--- src/hdl/fabric_pkg.sv ---
`default_nettype none

package fabric_pkg;

   typedef logic [19:0] addr_t;
   typedef logic [31:0] word_t;
   typedef logic [79:0] io_t;

   localparam int N_TCDM = 2;

   localparam addr_t A_TCDM_CFG  = 20'h00000; // plus 4 per port
   localparam addr_t A_MAC_CTRL  = 20'h00010;
   localparam addr_t A_MAC_CLKEN = 20'h00030;
   localparam addr_t A_IO_OUT    = 20'h00040; // 3 words
   localparam addr_t A_IO_OE     = 20'h00050;
   localparam addr_t A_IO_IN     = 20'h00060;
   localparam addr_t A_TCDM_DATA = 20'h00080; // plus 4 per port
   localparam addr_t A_ID        = 20'h00800;

   localparam word_t ID_WORD = 32'hca11ef3a;

   // bus access states
   localparam logic [1:0] ST_IDLE   = 2'd0;
   localparam logic [1:0] ST_WRITE  = 2'd1;
   localparam logic [1:0] ST_READ   = 2'd2;
   localparam logic [1:0] ST_RDWAIT = 2'd3;

   typedef struct packed {
      logic        reset;
      logic [11:0] pad_hi;
      logic        sat;
      logic        clr;
      logic        rnd;
      logic        csel;
      logic        osel;
      logic [1:0]  mode;
      logic [4:0]  pad_lo;
      logic        tc;
      logic [5:0]  outsel;
   } mac_ctrl_t;

   typedef union packed {
      word_t     raw;
      mac_ctrl_t f;
   } mac_ctrl_u;

   typedef struct packed {
      logic       wen;  // 1 = read
      logic [6:0] pad;
      logic [3:0] be_n; // inverted byte enables
      addr_t      addr;
   } tcdm_cfg_t;

   typedef union packed {
      word_t     raw;
      tcdm_cfg_t f;
   } tcdm_cfg_u;

endpackage

`default_nettype wire

--- src/hdl/bus_cmd_if.sv ---
`timescale 1ns/1ps
`default_nettype none

interface bus_cmd_if;
   import fabric_pkg::*;

   logic       wr;    // one-cycle write strobe
   logic       rd;    // one-cycle read strobe
   addr_t      addr;
   word_t      wdata;
   logic [3:0] be;

   modport decoder (
      output wr,
      output rd,
      output addr,
      output wdata,
      output be
   );

   modport sink (
      input wr,
      input rd,
      input addr,
      input wdata,
      input be
   );

endinterface

`default_nettype wire

--- src/hdl/bus_decode.sv ---
`timescale 1ns/1ps
`default_nettype none

module bus_decode (
   input  logic              CLK,
   input  logic              rst,
   input  logic              lint_req,
   input  logic              lint_wen,
   input  fabric_pkg::addr_t lint_addr,
   input  fabric_pkg::word_t lint_wdata,
   input  logic [3:0]        lint_be,
   output logic              lint_gnt,
   output logic              lint_valid,
   bus_cmd_if.decoder        cmd
);
   import fabric_pkg::*;

   logic [1:0] state;
   logic       accept;

   assign accept = (state == ST_IDLE) && lint_req && !lint_gnt;

   always_ff @(posedge CLK) begin
      if (rst) begin
         state      <= ST_IDLE;
         lint_gnt   <= 1'b0;
         lint_valid <= 1'b0;
         cmd.wr     <= 1'b0;
         cmd.rd     <= 1'b0;
      end else begin
         lint_valid <= lint_gnt; // valid trails gnt by one
         lint_gnt   <= 1'b0;
         cmd.wr     <= accept && !lint_wen;
         cmd.rd     <= accept && lint_wen;
         case (state)
            ST_IDLE: begin
               if (accept) begin
                  if (!lint_wen) begin
                     lint_gnt <= 1'b1; // write granted at once
                     state    <= ST_WRITE;
                  end else begin
                     state <= ST_READ;
                  end
               end
            end
            ST_WRITE: begin
               state <= ST_IDLE;
            end
            ST_READ: begin
               state <= ST_RDWAIT; // read_mux loads rdata here
            end
            ST_RDWAIT: begin
               lint_gnt <= 1'b1;
               state    <= ST_IDLE;
            end
            default: begin
               state <= ST_IDLE;
            end
         endcase
      end
   end

   // sampled access
   always_ff @(posedge CLK) begin
      if (accept) begin
         cmd.addr  <= lint_addr;
         cmd.wdata <= lint_wdata;
         cmd.be    <= lint_be;
      end
   end

   a_gnt_valid: assert property (@(posedge CLK) disable iff (rst)
      !(lint_gnt && lint_valid));

   // read strobe alone, gnt two cycles later
   a_rd_gnt: assert property (@(posedge CLK) disable iff (rst)
      cmd.rd |-> !cmd.wr ##2 lint_gnt);

endmodule

`default_nettype wire

--- src/hdl/ctrl_regs.sv ---
`timescale 1ns/1ps
`default_nettype none

module ctrl_regs (
   input  logic                  CLK,
   input  logic                  rst,
   bus_cmd_if.sink               cmd,
   output fabric_pkg::mac_ctrl_u mac_ctrl,
   output logic                  mac_clken,
   output fabric_pkg::io_t       io_out,
   output fabric_pkg::io_t       io_oe
);
   import fabric_pkg::*;

   word_t ctrl_merged;
   logic  ctrl_hit;
   logic  out_hit;
   logic  oe_hit;

   // put one bus word into the 32/32/16 slices of an io vector
   function automatic io_t put_slice(input io_t cur, input addr_t offs, input word_t wd);
      io_t nxt;
      nxt = cur;
      case (offs)
         20'h0: begin
            nxt[31:0] = wd;
         end
         20'h4: begin
            nxt[63:32] = wd;
         end
         20'h8: begin
            nxt[79:64] = wd[15:0]; // upper half dropped
         end
         default: begin
            nxt = cur;
         end
      endcase
      return nxt;
   endfunction

   always_comb begin
      for (int i = 0; i < 4; i++) begin
         if (cmd.be[i]) begin
            ctrl_merged[8*i +: 8] = cmd.wdata[8*i +: 8];
         end else begin
            ctrl_merged[8*i +: 8] = mac_ctrl.raw[8*i +: 8];
         end
      end
   end

   assign ctrl_hit = cmd.wr && (cmd.addr == A_MAC_CTRL);
   assign out_hit  = cmd.wr && (cmd.addr inside {[A_IO_OUT : A_IO_OUT + 20'h8]});
   assign oe_hit   = cmd.wr && (cmd.addr inside {[A_IO_OE : A_IO_OE + 20'h8]});

   always_ff @(posedge CLK) begin
      if (rst) begin
         mac_ctrl  <= '0;
         mac_clken <= 1'b0;
         io_out    <= '0;
         io_oe     <= '0;
      end else begin
         mac_clken <= cmd.wr && (cmd.addr == A_MAC_CLKEN); // single pulse
         if (ctrl_hit) begin
            mac_ctrl.raw <= ctrl_merged;
         end
         if (out_hit) begin
            io_out <= put_slice(io_out, cmd.addr - A_IO_OUT, cmd.wdata);
         end
         if (oe_hit) begin
            io_oe <= put_slice(io_oe, cmd.addr - A_IO_OE, cmd.wdata);
         end
      end
   end

   a_clken_pulse: assert property (@(posedge CLK) disable iff (rst)
      mac_clken |=> !mac_clken);

endmodule

`default_nettype wire

--- src/hdl/fabric_top.sv ---
`timescale 1ns/1ps
`default_nettype none

module fabric_top (
   input  logic              CLK,
   input  logic              rst,
   input  logic              lint_req,
   input  logic              lint_wen,
   input  fabric_pkg::addr_t lint_addr,
   input  fabric_pkg::word_t lint_wdata,
   input  logic [3:0]        lint_be,
   output logic              lint_gnt,
   output logic              lint_valid,
   output fabric_pkg::word_t lint_rdata,
   input  fabric_pkg::io_t   fpgaio_in,
   output fabric_pkg::io_t   fpgaio_out,
   output fabric_pkg::io_t   fpgaio_oe,
   output logic [5:0]        mac_outsel,
   output logic              mac_tc,
   output logic [1:0]        mac_mode,
   output logic              mac_osel,
   output logic              mac_csel,
   output logic              mac_rnd,
   output logic              mac_clr,
   output logic              mac_sat,
   output logic              mac_reset,
   output logic              mac_clken,
   output fabric_pkg::addr_t tcdm_addr_p0,
   output fabric_pkg::word_t tcdm_wdata_p0,
   output logic [3:0]        tcdm_be_p0,
   output logic              tcdm_wen_p0,
   output logic              tcdm_req_p0,
   input  logic              tcdm_gnt_p0,
   input  logic              tcdm_valid_p0,
   input  fabric_pkg::word_t tcdm_rdata_p0,
   output fabric_pkg::addr_t tcdm_addr_p1,
   output fabric_pkg::word_t tcdm_wdata_p1,
   output logic [3:0]        tcdm_be_p1,
   output logic              tcdm_wen_p1,
   output logic              tcdm_req_p1,
   input  logic              tcdm_gnt_p1,
   input  logic              tcdm_valid_p1,
   input  fabric_pkg::word_t tcdm_rdata_p1
);
   import fabric_pkg::*;

   mac_ctrl_u mac_ctrl;
   tcdm_cfg_u cfg0;
   tcdm_cfg_u cfg1;
   word_t     result0;
   word_t     result1;

   bus_cmd_if cmd_if ();

   bus_decode decode_i (
      .CLK        (CLK),
      .rst        (rst),
      .lint_req   (lint_req),
      .lint_wen   (lint_wen),
      .lint_addr  (lint_addr),
      .lint_wdata (lint_wdata),
      .lint_be    (lint_be),
      .lint_gnt   (lint_gnt),
      .lint_valid (lint_valid),
      .cmd        (cmd_if.decoder)
   );

   ctrl_regs ctrl_i (
      .CLK       (CLK),
      .rst       (rst),
      .cmd       (cmd_if.sink),
      .mac_ctrl  (mac_ctrl),
      .mac_clken (mac_clken),
      .io_out    (fpgaio_out),
      .io_oe     (fpgaio_oe)
   );

   tcdm_port #(.PORT_IDX(0)) port0_i (
      .CLK    (CLK),
      .rst    (rst),
      .cmd    (cmd_if.sink),
      .cfg    (cfg0),
      .wdata  (tcdm_wdata_p0),
      .result (result0),
      .req    (tcdm_req_p0),
      .gnt    (tcdm_gnt_p0),
      .valid  (tcdm_valid_p0),
      .rdata  (tcdm_rdata_p0)
   );

   tcdm_port #(.PORT_IDX(1)) port1_i (
      .CLK    (CLK),
      .rst    (rst),
      .cmd    (cmd_if.sink),
      .cfg    (cfg1),
      .wdata  (tcdm_wdata_p1),
      .result (result1),
      .req    (tcdm_req_p1),
      .gnt    (tcdm_gnt_p1),
      .valid  (tcdm_valid_p1),
      .rdata  (tcdm_rdata_p1)
   );

   read_mux rmux_i (
      .CLK        (CLK),
      .rst        (rst),
      .cmd        (cmd_if.sink),
      .mac_ctrl   (mac_ctrl),
      .io_out     (fpgaio_out),
      .io_oe      (fpgaio_oe),
      .io_in      (fpgaio_in),
      .cfg0       (cfg0),
      .cfg1       (cfg1),
      .result0    (result0),
      .result1    (result1),
      .lint_rdata (lint_rdata)
   );

   assign mac_outsel = mac_ctrl.f.outsel;
   assign mac_tc     = mac_ctrl.f.tc;
   assign mac_mode   = mac_ctrl.f.mode;
   assign mac_osel   = mac_ctrl.f.osel;
   assign mac_csel   = mac_ctrl.f.csel;
   assign mac_rnd    = mac_ctrl.f.rnd;
   assign mac_clr    = mac_ctrl.f.clr;
   assign mac_sat    = mac_ctrl.f.sat;
   assign mac_reset  = mac_ctrl.f.reset;

   assign tcdm_addr_p0 = cfg0.f.addr;
   assign tcdm_be_p0   = ~cfg0.f.be_n; // stored inverted
   assign tcdm_wen_p0  = cfg0.f.wen;
   assign tcdm_addr_p1 = cfg1.f.addr;
   assign tcdm_be_p1   = ~cfg1.f.be_n;
   assign tcdm_wen_p1  = cfg1.f.wen;

endmodule

`default_nettype wire

--- src/hdl/read_mux.sv ---
`timescale 1ns/1ps
`default_nettype none

module read_mux (
   input  logic                  CLK,
   input  logic                  rst,
   bus_cmd_if.sink               cmd,
   input  fabric_pkg::mac_ctrl_u mac_ctrl,
   input  fabric_pkg::io_t       io_out,
   input  fabric_pkg::io_t       io_oe,
   input  fabric_pkg::io_t       io_in,
   input  fabric_pkg::tcdm_cfg_u cfg0,
   input  fabric_pkg::tcdm_cfg_u cfg1,
   input  fabric_pkg::word_t     result0,
   input  fabric_pkg::word_t     result1,
   output fabric_pkg::word_t     lint_rdata
);
   import fabric_pkg::*;

   word_t rd_word;

   always_comb begin
      case (cmd.addr)
         A_TCDM_CFG:            rd_word = cfg0.raw;
         A_TCDM_CFG + 20'h4:    rd_word = cfg1.raw;
         A_MAC_CTRL:            rd_word = mac_ctrl.raw;
         A_IO_OUT:              rd_word = io_out[31:0];
         A_IO_OUT + 20'h4:      rd_word = io_out[63:32];
         A_IO_OUT + 20'h8:      rd_word = {16'h0000, io_out[79:64]};
         A_IO_OE:               rd_word = io_oe[31:0];
         A_IO_OE + 20'h4:       rd_word = io_oe[63:32];
         A_IO_OE + 20'h8:       rd_word = {16'h0000, io_oe[79:64]};
         A_IO_IN:               rd_word = io_in[31:0];
         A_IO_IN + 20'h4:       rd_word = io_in[63:32];
         A_IO_IN + 20'h8:       rd_word = {16'h0000, io_in[79:64]};
         A_TCDM_DATA:           rd_word = result0;
         A_TCDM_DATA + 20'h4:   rd_word = result1;
         A_ID:                  rd_word = ID_WORD;
         default:               rd_word = '0; // unmapped
      endcase
   end

   // held until the next read so it stays valid through gnt and valid
   always_ff @(posedge CLK) begin
      if (rst) begin
         lint_rdata <= '0;
      end else if (cmd.rd) begin
         lint_rdata <= rd_word;
      end
   end

endmodule

`default_nettype wire

--- src/hdl/tcdm_port.sv ---
`timescale 1ns/1ps
`default_nettype none

module tcdm_port #(
   parameter int PORT_IDX = 0
) (
   input  logic                  CLK,
   input  logic                  rst,
   bus_cmd_if.sink               cmd,
   output fabric_pkg::tcdm_cfg_u cfg,
   output fabric_pkg::word_t     wdata,
   output fabric_pkg::word_t     result,
   output logic                  req,
   input  logic                  gnt,
   input  logic                  valid,
   input  fabric_pkg::word_t     rdata
);
   import fabric_pkg::*;

   logic cfg_hit;
   logic launch;

   if (PORT_IDX < 0 || PORT_IDX >= N_TCDM) begin : g_bad_idx
      $error("tcdm_port: PORT_IDX out of range");
   end

   assign cfg_hit = cmd.wr && (cmd.addr == A_TCDM_CFG + addr_t'(4 * PORT_IDX));
   // kick ignored while a transfer is still pending
   assign launch  = cmd.wr && (cmd.addr == A_TCDM_DATA + addr_t'(4 * PORT_IDX)) && !req;

   always_ff @(posedge CLK) begin
      if (rst) begin
         cfg    <= '0;
         req    <= 1'b0;
         result <= '0;
      end else begin
         if (cfg_hit) begin
            cfg.raw <= cmd.wdata;
         end
         if (launch) begin
            req <= 1'b1;
         end else if (req && gnt) begin
            req <= 1'b0; // drop after grant edge
         end
         if (valid) begin
            result <= rdata;
         end
      end
   end

   always_ff @(posedge CLK) begin
      if (launch) begin
         wdata <= cmd.wdata;
      end
   end

   a_req_hold: assert property (@(posedge CLK) disable iff (rst)
      req && !gnt |=> req && $stable(cfg.f.addr) && $stable(wdata));

endmodule

`default_nettype wire

--- config.mk ---
export PLATFORM = sky130hd
export DESIGN_NAME = fabric_top
export DESIGN_NICKNAME = d
export VERILOG_FILES = /design/src/hdl/fabric_pkg.sv /design/src/hdl/bus_cmd_if.sv /design/src/hdl/bus_decode.sv /design/src/hdl/ctrl_regs.sv /design/src/hdl/fabric_top.sv /design/src/hdl/read_mux.sv /design/src/hdl/tcdm_port.sv
export SDC_FILE = /design/constraint.sdc
export NUM_CORES = 1
export LEC_CHECK = 0
export BUFFER_PORTS_ARGS = -buffer_cell sky130_fd_sc_hd__buf_2
export CAP_MARGIN = 0
export CORE_UTILIZATION = 35
export CTS_CLUSTER_DIAMETER = 30
export DETAILED_ROUTE_END_ITERATION = 8
export PLACE_DENSITY_LB_ADDON = 0.15
export SETUP_SLACK_MARGIN = 0.02
export SLEW_MARGIN = 10
export SYNTH_ARGS = -nofsm -noshare
export SYNTH_HDL_FRONTEND = slang
export SYNTH_HIERARCHICAL = 1
export SYNTH_SLANG_ARGS = --single-unit
--- constraint.sdc ---
create_clock -name CLK -period 3.3 [get_ports CLK]
set_clock_uncertainty 0.1 [all_clocks]
set_input_delay 0.66 -clock CLK [delete_from_list [all_inputs] [get_ports CLK]]
set_output_delay 0.66 -clock CLK [all_outputs]
set_load 0.1 [all_outputs]
# == Word level (Yosys, flattened, before mapping) ==
# Index checks and enable logic that the tools add are counted.
# word_totals
reg_bits,481
inputBits,208
out_inout_bits,326
word_cells,109
# op_classes
addsub,2
n_lt_le_gt_ge,4
eq_ne,23
n_mux,11
bitwise,2
n_reduce_logical,39
# ops
operator,count
one-hot mux 32 bit (15 select lines),1
== test 20 x 7 -> 1 bit (second input constant),9
== test 20 x 3 -> 1 bit (second input constant),3
logical NOT 20 bit,3
== test 20 x 4 -> 1 bit (second input constant),2
== test 20 x 8 -> 1 bit (second input constant),2
>= comparator 20 x 7 -> 1 bit (second input constant),2
less-or-equal comparator 20 x 7 -> 1 bit (second input constant),2
subtractor 20 x 7 -> 20 bit (second input constant),2
== test 20 x 12 -> 1 bit (second input constant),1
== test 20 x 5 -> 1 bit (second input constant),1
== test 20 x 6 -> 1 bit (second input constant),1
AND reduction 2 bit,10
logical AND 1 bit,18
inverter 4 bit,2
2-to-1 mux 1 bit,6
one-hot mux 2 bit (3 select lines),1
== test 2 bit (second input constant),2
logical NOT 1 bit,4
2-to-1 mux 2 bit,2
nonzero test 2 bit,2
== test 2 x 1 -> 1 bit (second input constant),1
logical NOT 2 bit,1
!= test 2 x 1 -> 1 bit (second input constant),1
2 further kinds,2

# == Logic depth before layout (Yosys ltp) ==
# logic_depth
word_depth,5
mapped_depth,10
mapped_depth_nobuf,7

# == Hierarchy ==
# Netlist, hierarchy kept.
# by_module_without_submodules
module,instances,cells_per_inst,area_per_inst_um2,seq_area_each_um2
ctrl_regs,1,678,7654.8,3863.7
read_mux,1,522,3988.8,640.6
tcdm_port at port0_i,1,298,3557.2,2262.2
tcdm_port at port1_i,1,299,3525.9,2262.2
bus_decode,1,83,1955.6,1801.7
fabric_top,1,8,30.0,0.0

# == Worst setup path after synthesis ==
# Ideal clock, no wire load.
# synth_path
kind,flip-flop to flip-flop
startpoint,register decode_i.cmd.addr[4]
endpoint,"register port0_i.wdata[0], enable pin"
arrival_time_ns,2.213
setup_slack_ns,0.580
stages_incl_launch_ff,4
cell_sequence,edfxtp_1 > nor4_2 > nand3_1 > nor4b_4
# synth_between
elab_chain_len,3
# synth_rtl
item,line,text
"start, declared",bus_cmd_if.sv:16,"output addr,"
"start signal, assigned",bus_decode.sv:66,cmd.addr <= lint_addr;
== test 20 x 8 -> 1 bit,tcdm_port.sv:29,assign launch = cmd.wr && (cmd.addr == A_TCDM_DATA + addr_t'(4 * PORT_IDX)) && !req;
logical AND 1 bit (2 in series),tcdm_port.sv:29,
net port0_i.launch,tcdm_port.sv:21,logic launch;
"end signal, assigned",tcdm_port.sv:53,wdata <= cmd.wdata;
"end, declared",tcdm_port.sv:11,"output fabric_pkg::word_t wdata,"
# The timed path passes the listed nets, and every way through them passes these cells.
# A chain may end at the register's enable or synchronous reset.

# == Worst setup path after layout ==
# layout_path
startpoint,register decode_i.cmd.addr[4]
endpoint,register rmux_i.lint_rdata[5]
# layout_between
elab_chain_len,2
elab_cells_between_ends,16
# layout_rtl
item,line,text
== test 20 x 12 -> 1 bit (tied with other cells),read_mux.sv:23,case (cmd.addr)
one-hot mux 32 bit (15 select lines) *,read_mux.sv:23,
"end signal, assigned",read_mux.sv:48,lint_rdata <= rd_word;
"end, declared",read_mux.sv:16,output fabric_pkg::word_t lint_rdata
# Every way passes the cells marked *; elsewhere a longest branch is shown, timed or not.

==> impl_results.md <==
* Drt pass-1 iters at 7
* HPWL Detailed at 69400 um
* GRT overflow at 0
* CP most frequent cell: buf_4
* VDD IR max at 0.463 mV
* Setup tns final at 0 ns
* Vias in the first global route at 18100
* Setup-failing EPs final at 0
* Clock latency on the worst-skew pair at between 0.6 and 0.7 ns
* Die Y at roughly 250 um
* Critical path endpoint category: flip-flop
* CP max stage delay at 0.87 ns
* Storage element area at 0.0108 mm^2
* Die span in x at 245 um
* Critical Path Fanout Max at 15
* First-pass GRT wire length at 131000 um
* Critical Path AT at 3.59 ns
* Post-Syn Area at roughly 0.021 mm^2
* CORE AREA at around 0.058 mm^2
* Worst setup path class: flip-flop to flip-flop
* CTS H-tree lvls at 3
* Largest cells by area after synthesis: dfxtp_1, edfxtp_1, mux2i_1, nand2b_1, nand4_1
* Die area at around 0.060 mm^2
* Net Count, Synth at between 2000 and 2500
* Leakage power at 0.0125 uW
* Dpl cell area at 0.0244 mm^2
* Final hold violations at 0
* Reg2reg setup slack at 0.13 ns
* Critical path cell sequence: buf_4 -> nand2b_1 -> nor2_2 -> a22o_1 -> a222oi_1 -> nand2_1 -> a2111oi_0 -> buf_4 -> o21ai_1
* Max cap viols at 0
* I/O Buffers at 533
* DR iter-0 viols at 1805
* Clk buf depth at 3
* Post-synth EDFFs at 120
* Routed len/inst at ~28 um
* Cts hold-fix bufs at 0
* Status: completed
* Pin count of the biggest net entering global routing at 83
* Worst r2r src: decode_i/cmd.addr[4]$_DFFE_PN_
* TritonCTS clock tree: yes
* Final nets at 2694
* Gate Count Post-Synth at 1888
* Final WL at approximately 94000 um
* Syn Area/Cell at 11.0 um^2
* Worst EP required at 3.72 ns
* Post-synth cell types at between 70 and 80
* Relative slew slack at 0.332
* Root Driver: clkbuf_16
* I/O pin count at 534
* Overall routing resource usage at 0.303
* Row Count at between 80 and 90
* Max Freq at 316 MHz
* Syn. warnings at 6
* Post-route DRC at 0
* Min-delay src: lint_wdata[23]
* Vias post-DR at 18600
* Dominant synthesized flop cell: dfxtp_1
* Fin crit share at 0.959
* Top Metal Used: met4
* Final min period at roughly 3.2 ns
* CP Launch Point: decode_i/cmd.addr[4]$_DFFE_PN_
* CP max stage cell: a2111oi_0
* Post-synth top area share at 0.349
* Post-route cell area at 0.0285 mm^2
* Pwr dens at roughly 700 mW/mm^2
* Seq/Total Area, Yosys at 0.523
* Share of cells above drive strength 1 at 0.341
* Commonest non-fill, non-tap cells in the layout: buf_2, dfxtp_1, mux2i_1
* Wire length on met1 at 40200 um
* FILL cells at 5474
* Metal2 WL at 41900 um
* RePlAce Congestion at 0.975
* Final slew viol count at 0
* Number of synthesized register bits at around 480
* Multi-input logic area at ~0.009 mm^2
* Startpoint types: flip-flop
* Post-synth ARST share at 0
* Detail Route Antenna Nets at 0
* Clock Sinks at between 400 and 500
* Slew @ Worst Pin at 0.976 ns
* Vias/cell at between 5 and 6
* Met3 WL at 8780 um
* Clock Pin Slew Worst Setup and Hold Paths at roughly 0.050 ns
* Initial antenna violation count at 10
* Syn-to-layout area delta at 37.6%
* Commonest non-fill, non-tap cell in the layout: buf_2
* Yosys top cell by area: dfxtp_1
* TritonCTS Buffers at 120
* Initial Utilization at 0.356
* RSZ-0062 raised after global routing: false
* Hold Crit Class: primary input to flip-flop
[worst paths after layout]
| path | endpoint | cells past startpoint |
|---|---|---|
| worst max-delay path | rmux_i/lint_rdata[5]$_SDFFE_PP0P_ | 9 |
| worst min-delay path | decode_i/cmd.wdata[23]$_DFFE_PN_ | 1 |
| worst max register to register | rmux_i/lint_rdata[5]$_SDFFE_PP0P_ | 9 |
| worst min register to register | rmux_i/lint_rdata[7]$_SDFFE_PP0P_ | 2 |
[timing repair]
action | CTS | global route
gates resized for setup | 0 | 1
endpoints found under the hold margin | 0 | 0
setup buffers | 0 | 0
endpoints found under the setup margin | 0 | 1
[cell usage after synthesis, drive strengths merged, types with 11 or more instances]
cell type,number
a21oi,78
a222oi,29
edfxtp,120
inv,14
a211oi,15
mux2,18
o21ai,94
nand3,16
clkbuf,80
dfxtp,361
nand4,69
a22oi,53
a22o,23
buf,60
nand2,56
nor4,20
nand2b,228
nor2,104
a221oi,27
and3,15
mux2i,279
and4,13
nor3,21
o22ai,13
a221o,11
[worst max-delay path, delay by kind of cell (launching register included)]
kind	cells	cell delay (ns)
flip-flops	1	0.46
AND/OR/NAND/NOR	3	0.44
AO/OA/AOI/OAI	4	1.51
buffers and inverters	2	0.51
[metal layers]
layer,global-route usage,vias up
li1,-,8271
met1,0.410,9164
met2,0.452,1003
met3,0.0867,185
met4,0.125,0
met5,0,-
[state kept, by name (all words and copies together) (netlist names), 2 cells and up]
name / cells
ctrl_i/io_oe: 80
ctrl_i/io_out: 80
ctrl_i/mac_ctrl: 32
decode_i/cmd.wdata: 32
port0_i/cfg: 32
port0_i/result: 32
port0_i/wdata: 32
port1_i/cfg: 32
port1_i/result: 32
port1_i/wdata: 32
rmux_i/lint_rdata: 32
decode_i/cmd.addr: 20
decode_i/cmd.be: 4
decode_i/state: 2
[area by class of cell]
| class | count | area share |
|---|---|---|
| sequential | 481 | 0.380 |
| multi-input combinational | 1249 | 0.321 |
| clock buffer | 165 | 0.122 |
| timing repair buffer | 612 | 0.118 |
| tap | 765 | 0.0336 |
| clock inverter | 58 | 0.0212 |
| inverter | 18 | 0.00237 |
| antenna | 6 | 0.000527 |
[kinds of logic after synthesis]
logic type	count (synthesis)	share of synthesized area
buffers and inverters	158	0.0388
flip-flops	481	0.523
AO/OA/AOI/OAI	368	0.122
AND/OR/NAND/NOR	580	0.169
multiplexers	297	0.145
adder cells (fa/ha/maj)	4	0.00242
[stage by stage]
stage	instances	power, uW	setup slack [ns]	hold WS, ns	utilization
global placement	3125	7840	0.264	0.334	0.419
finish	3354	19500	0.135	0.0826	0.490
CTS	3348	19600	0.202	0.0439	0.490
detailed placement	3125	7850	0.232	0.339	0.419
global route	3353	20000	0.0557	0.0480	0.490
floorplan	1888	7200	0.580	0.349	-
[where the power goes]
group / internal [uW] / switching (uW) / total (uW)
Sequential: 6310 / 282 / 6590
Clock: 8170 / 3520 / 11700
Combinational: 393 / 783 / 1180
Total: 14900 / 4590 / 19500
Note: power is estimated with default switching activity, not from simulation.
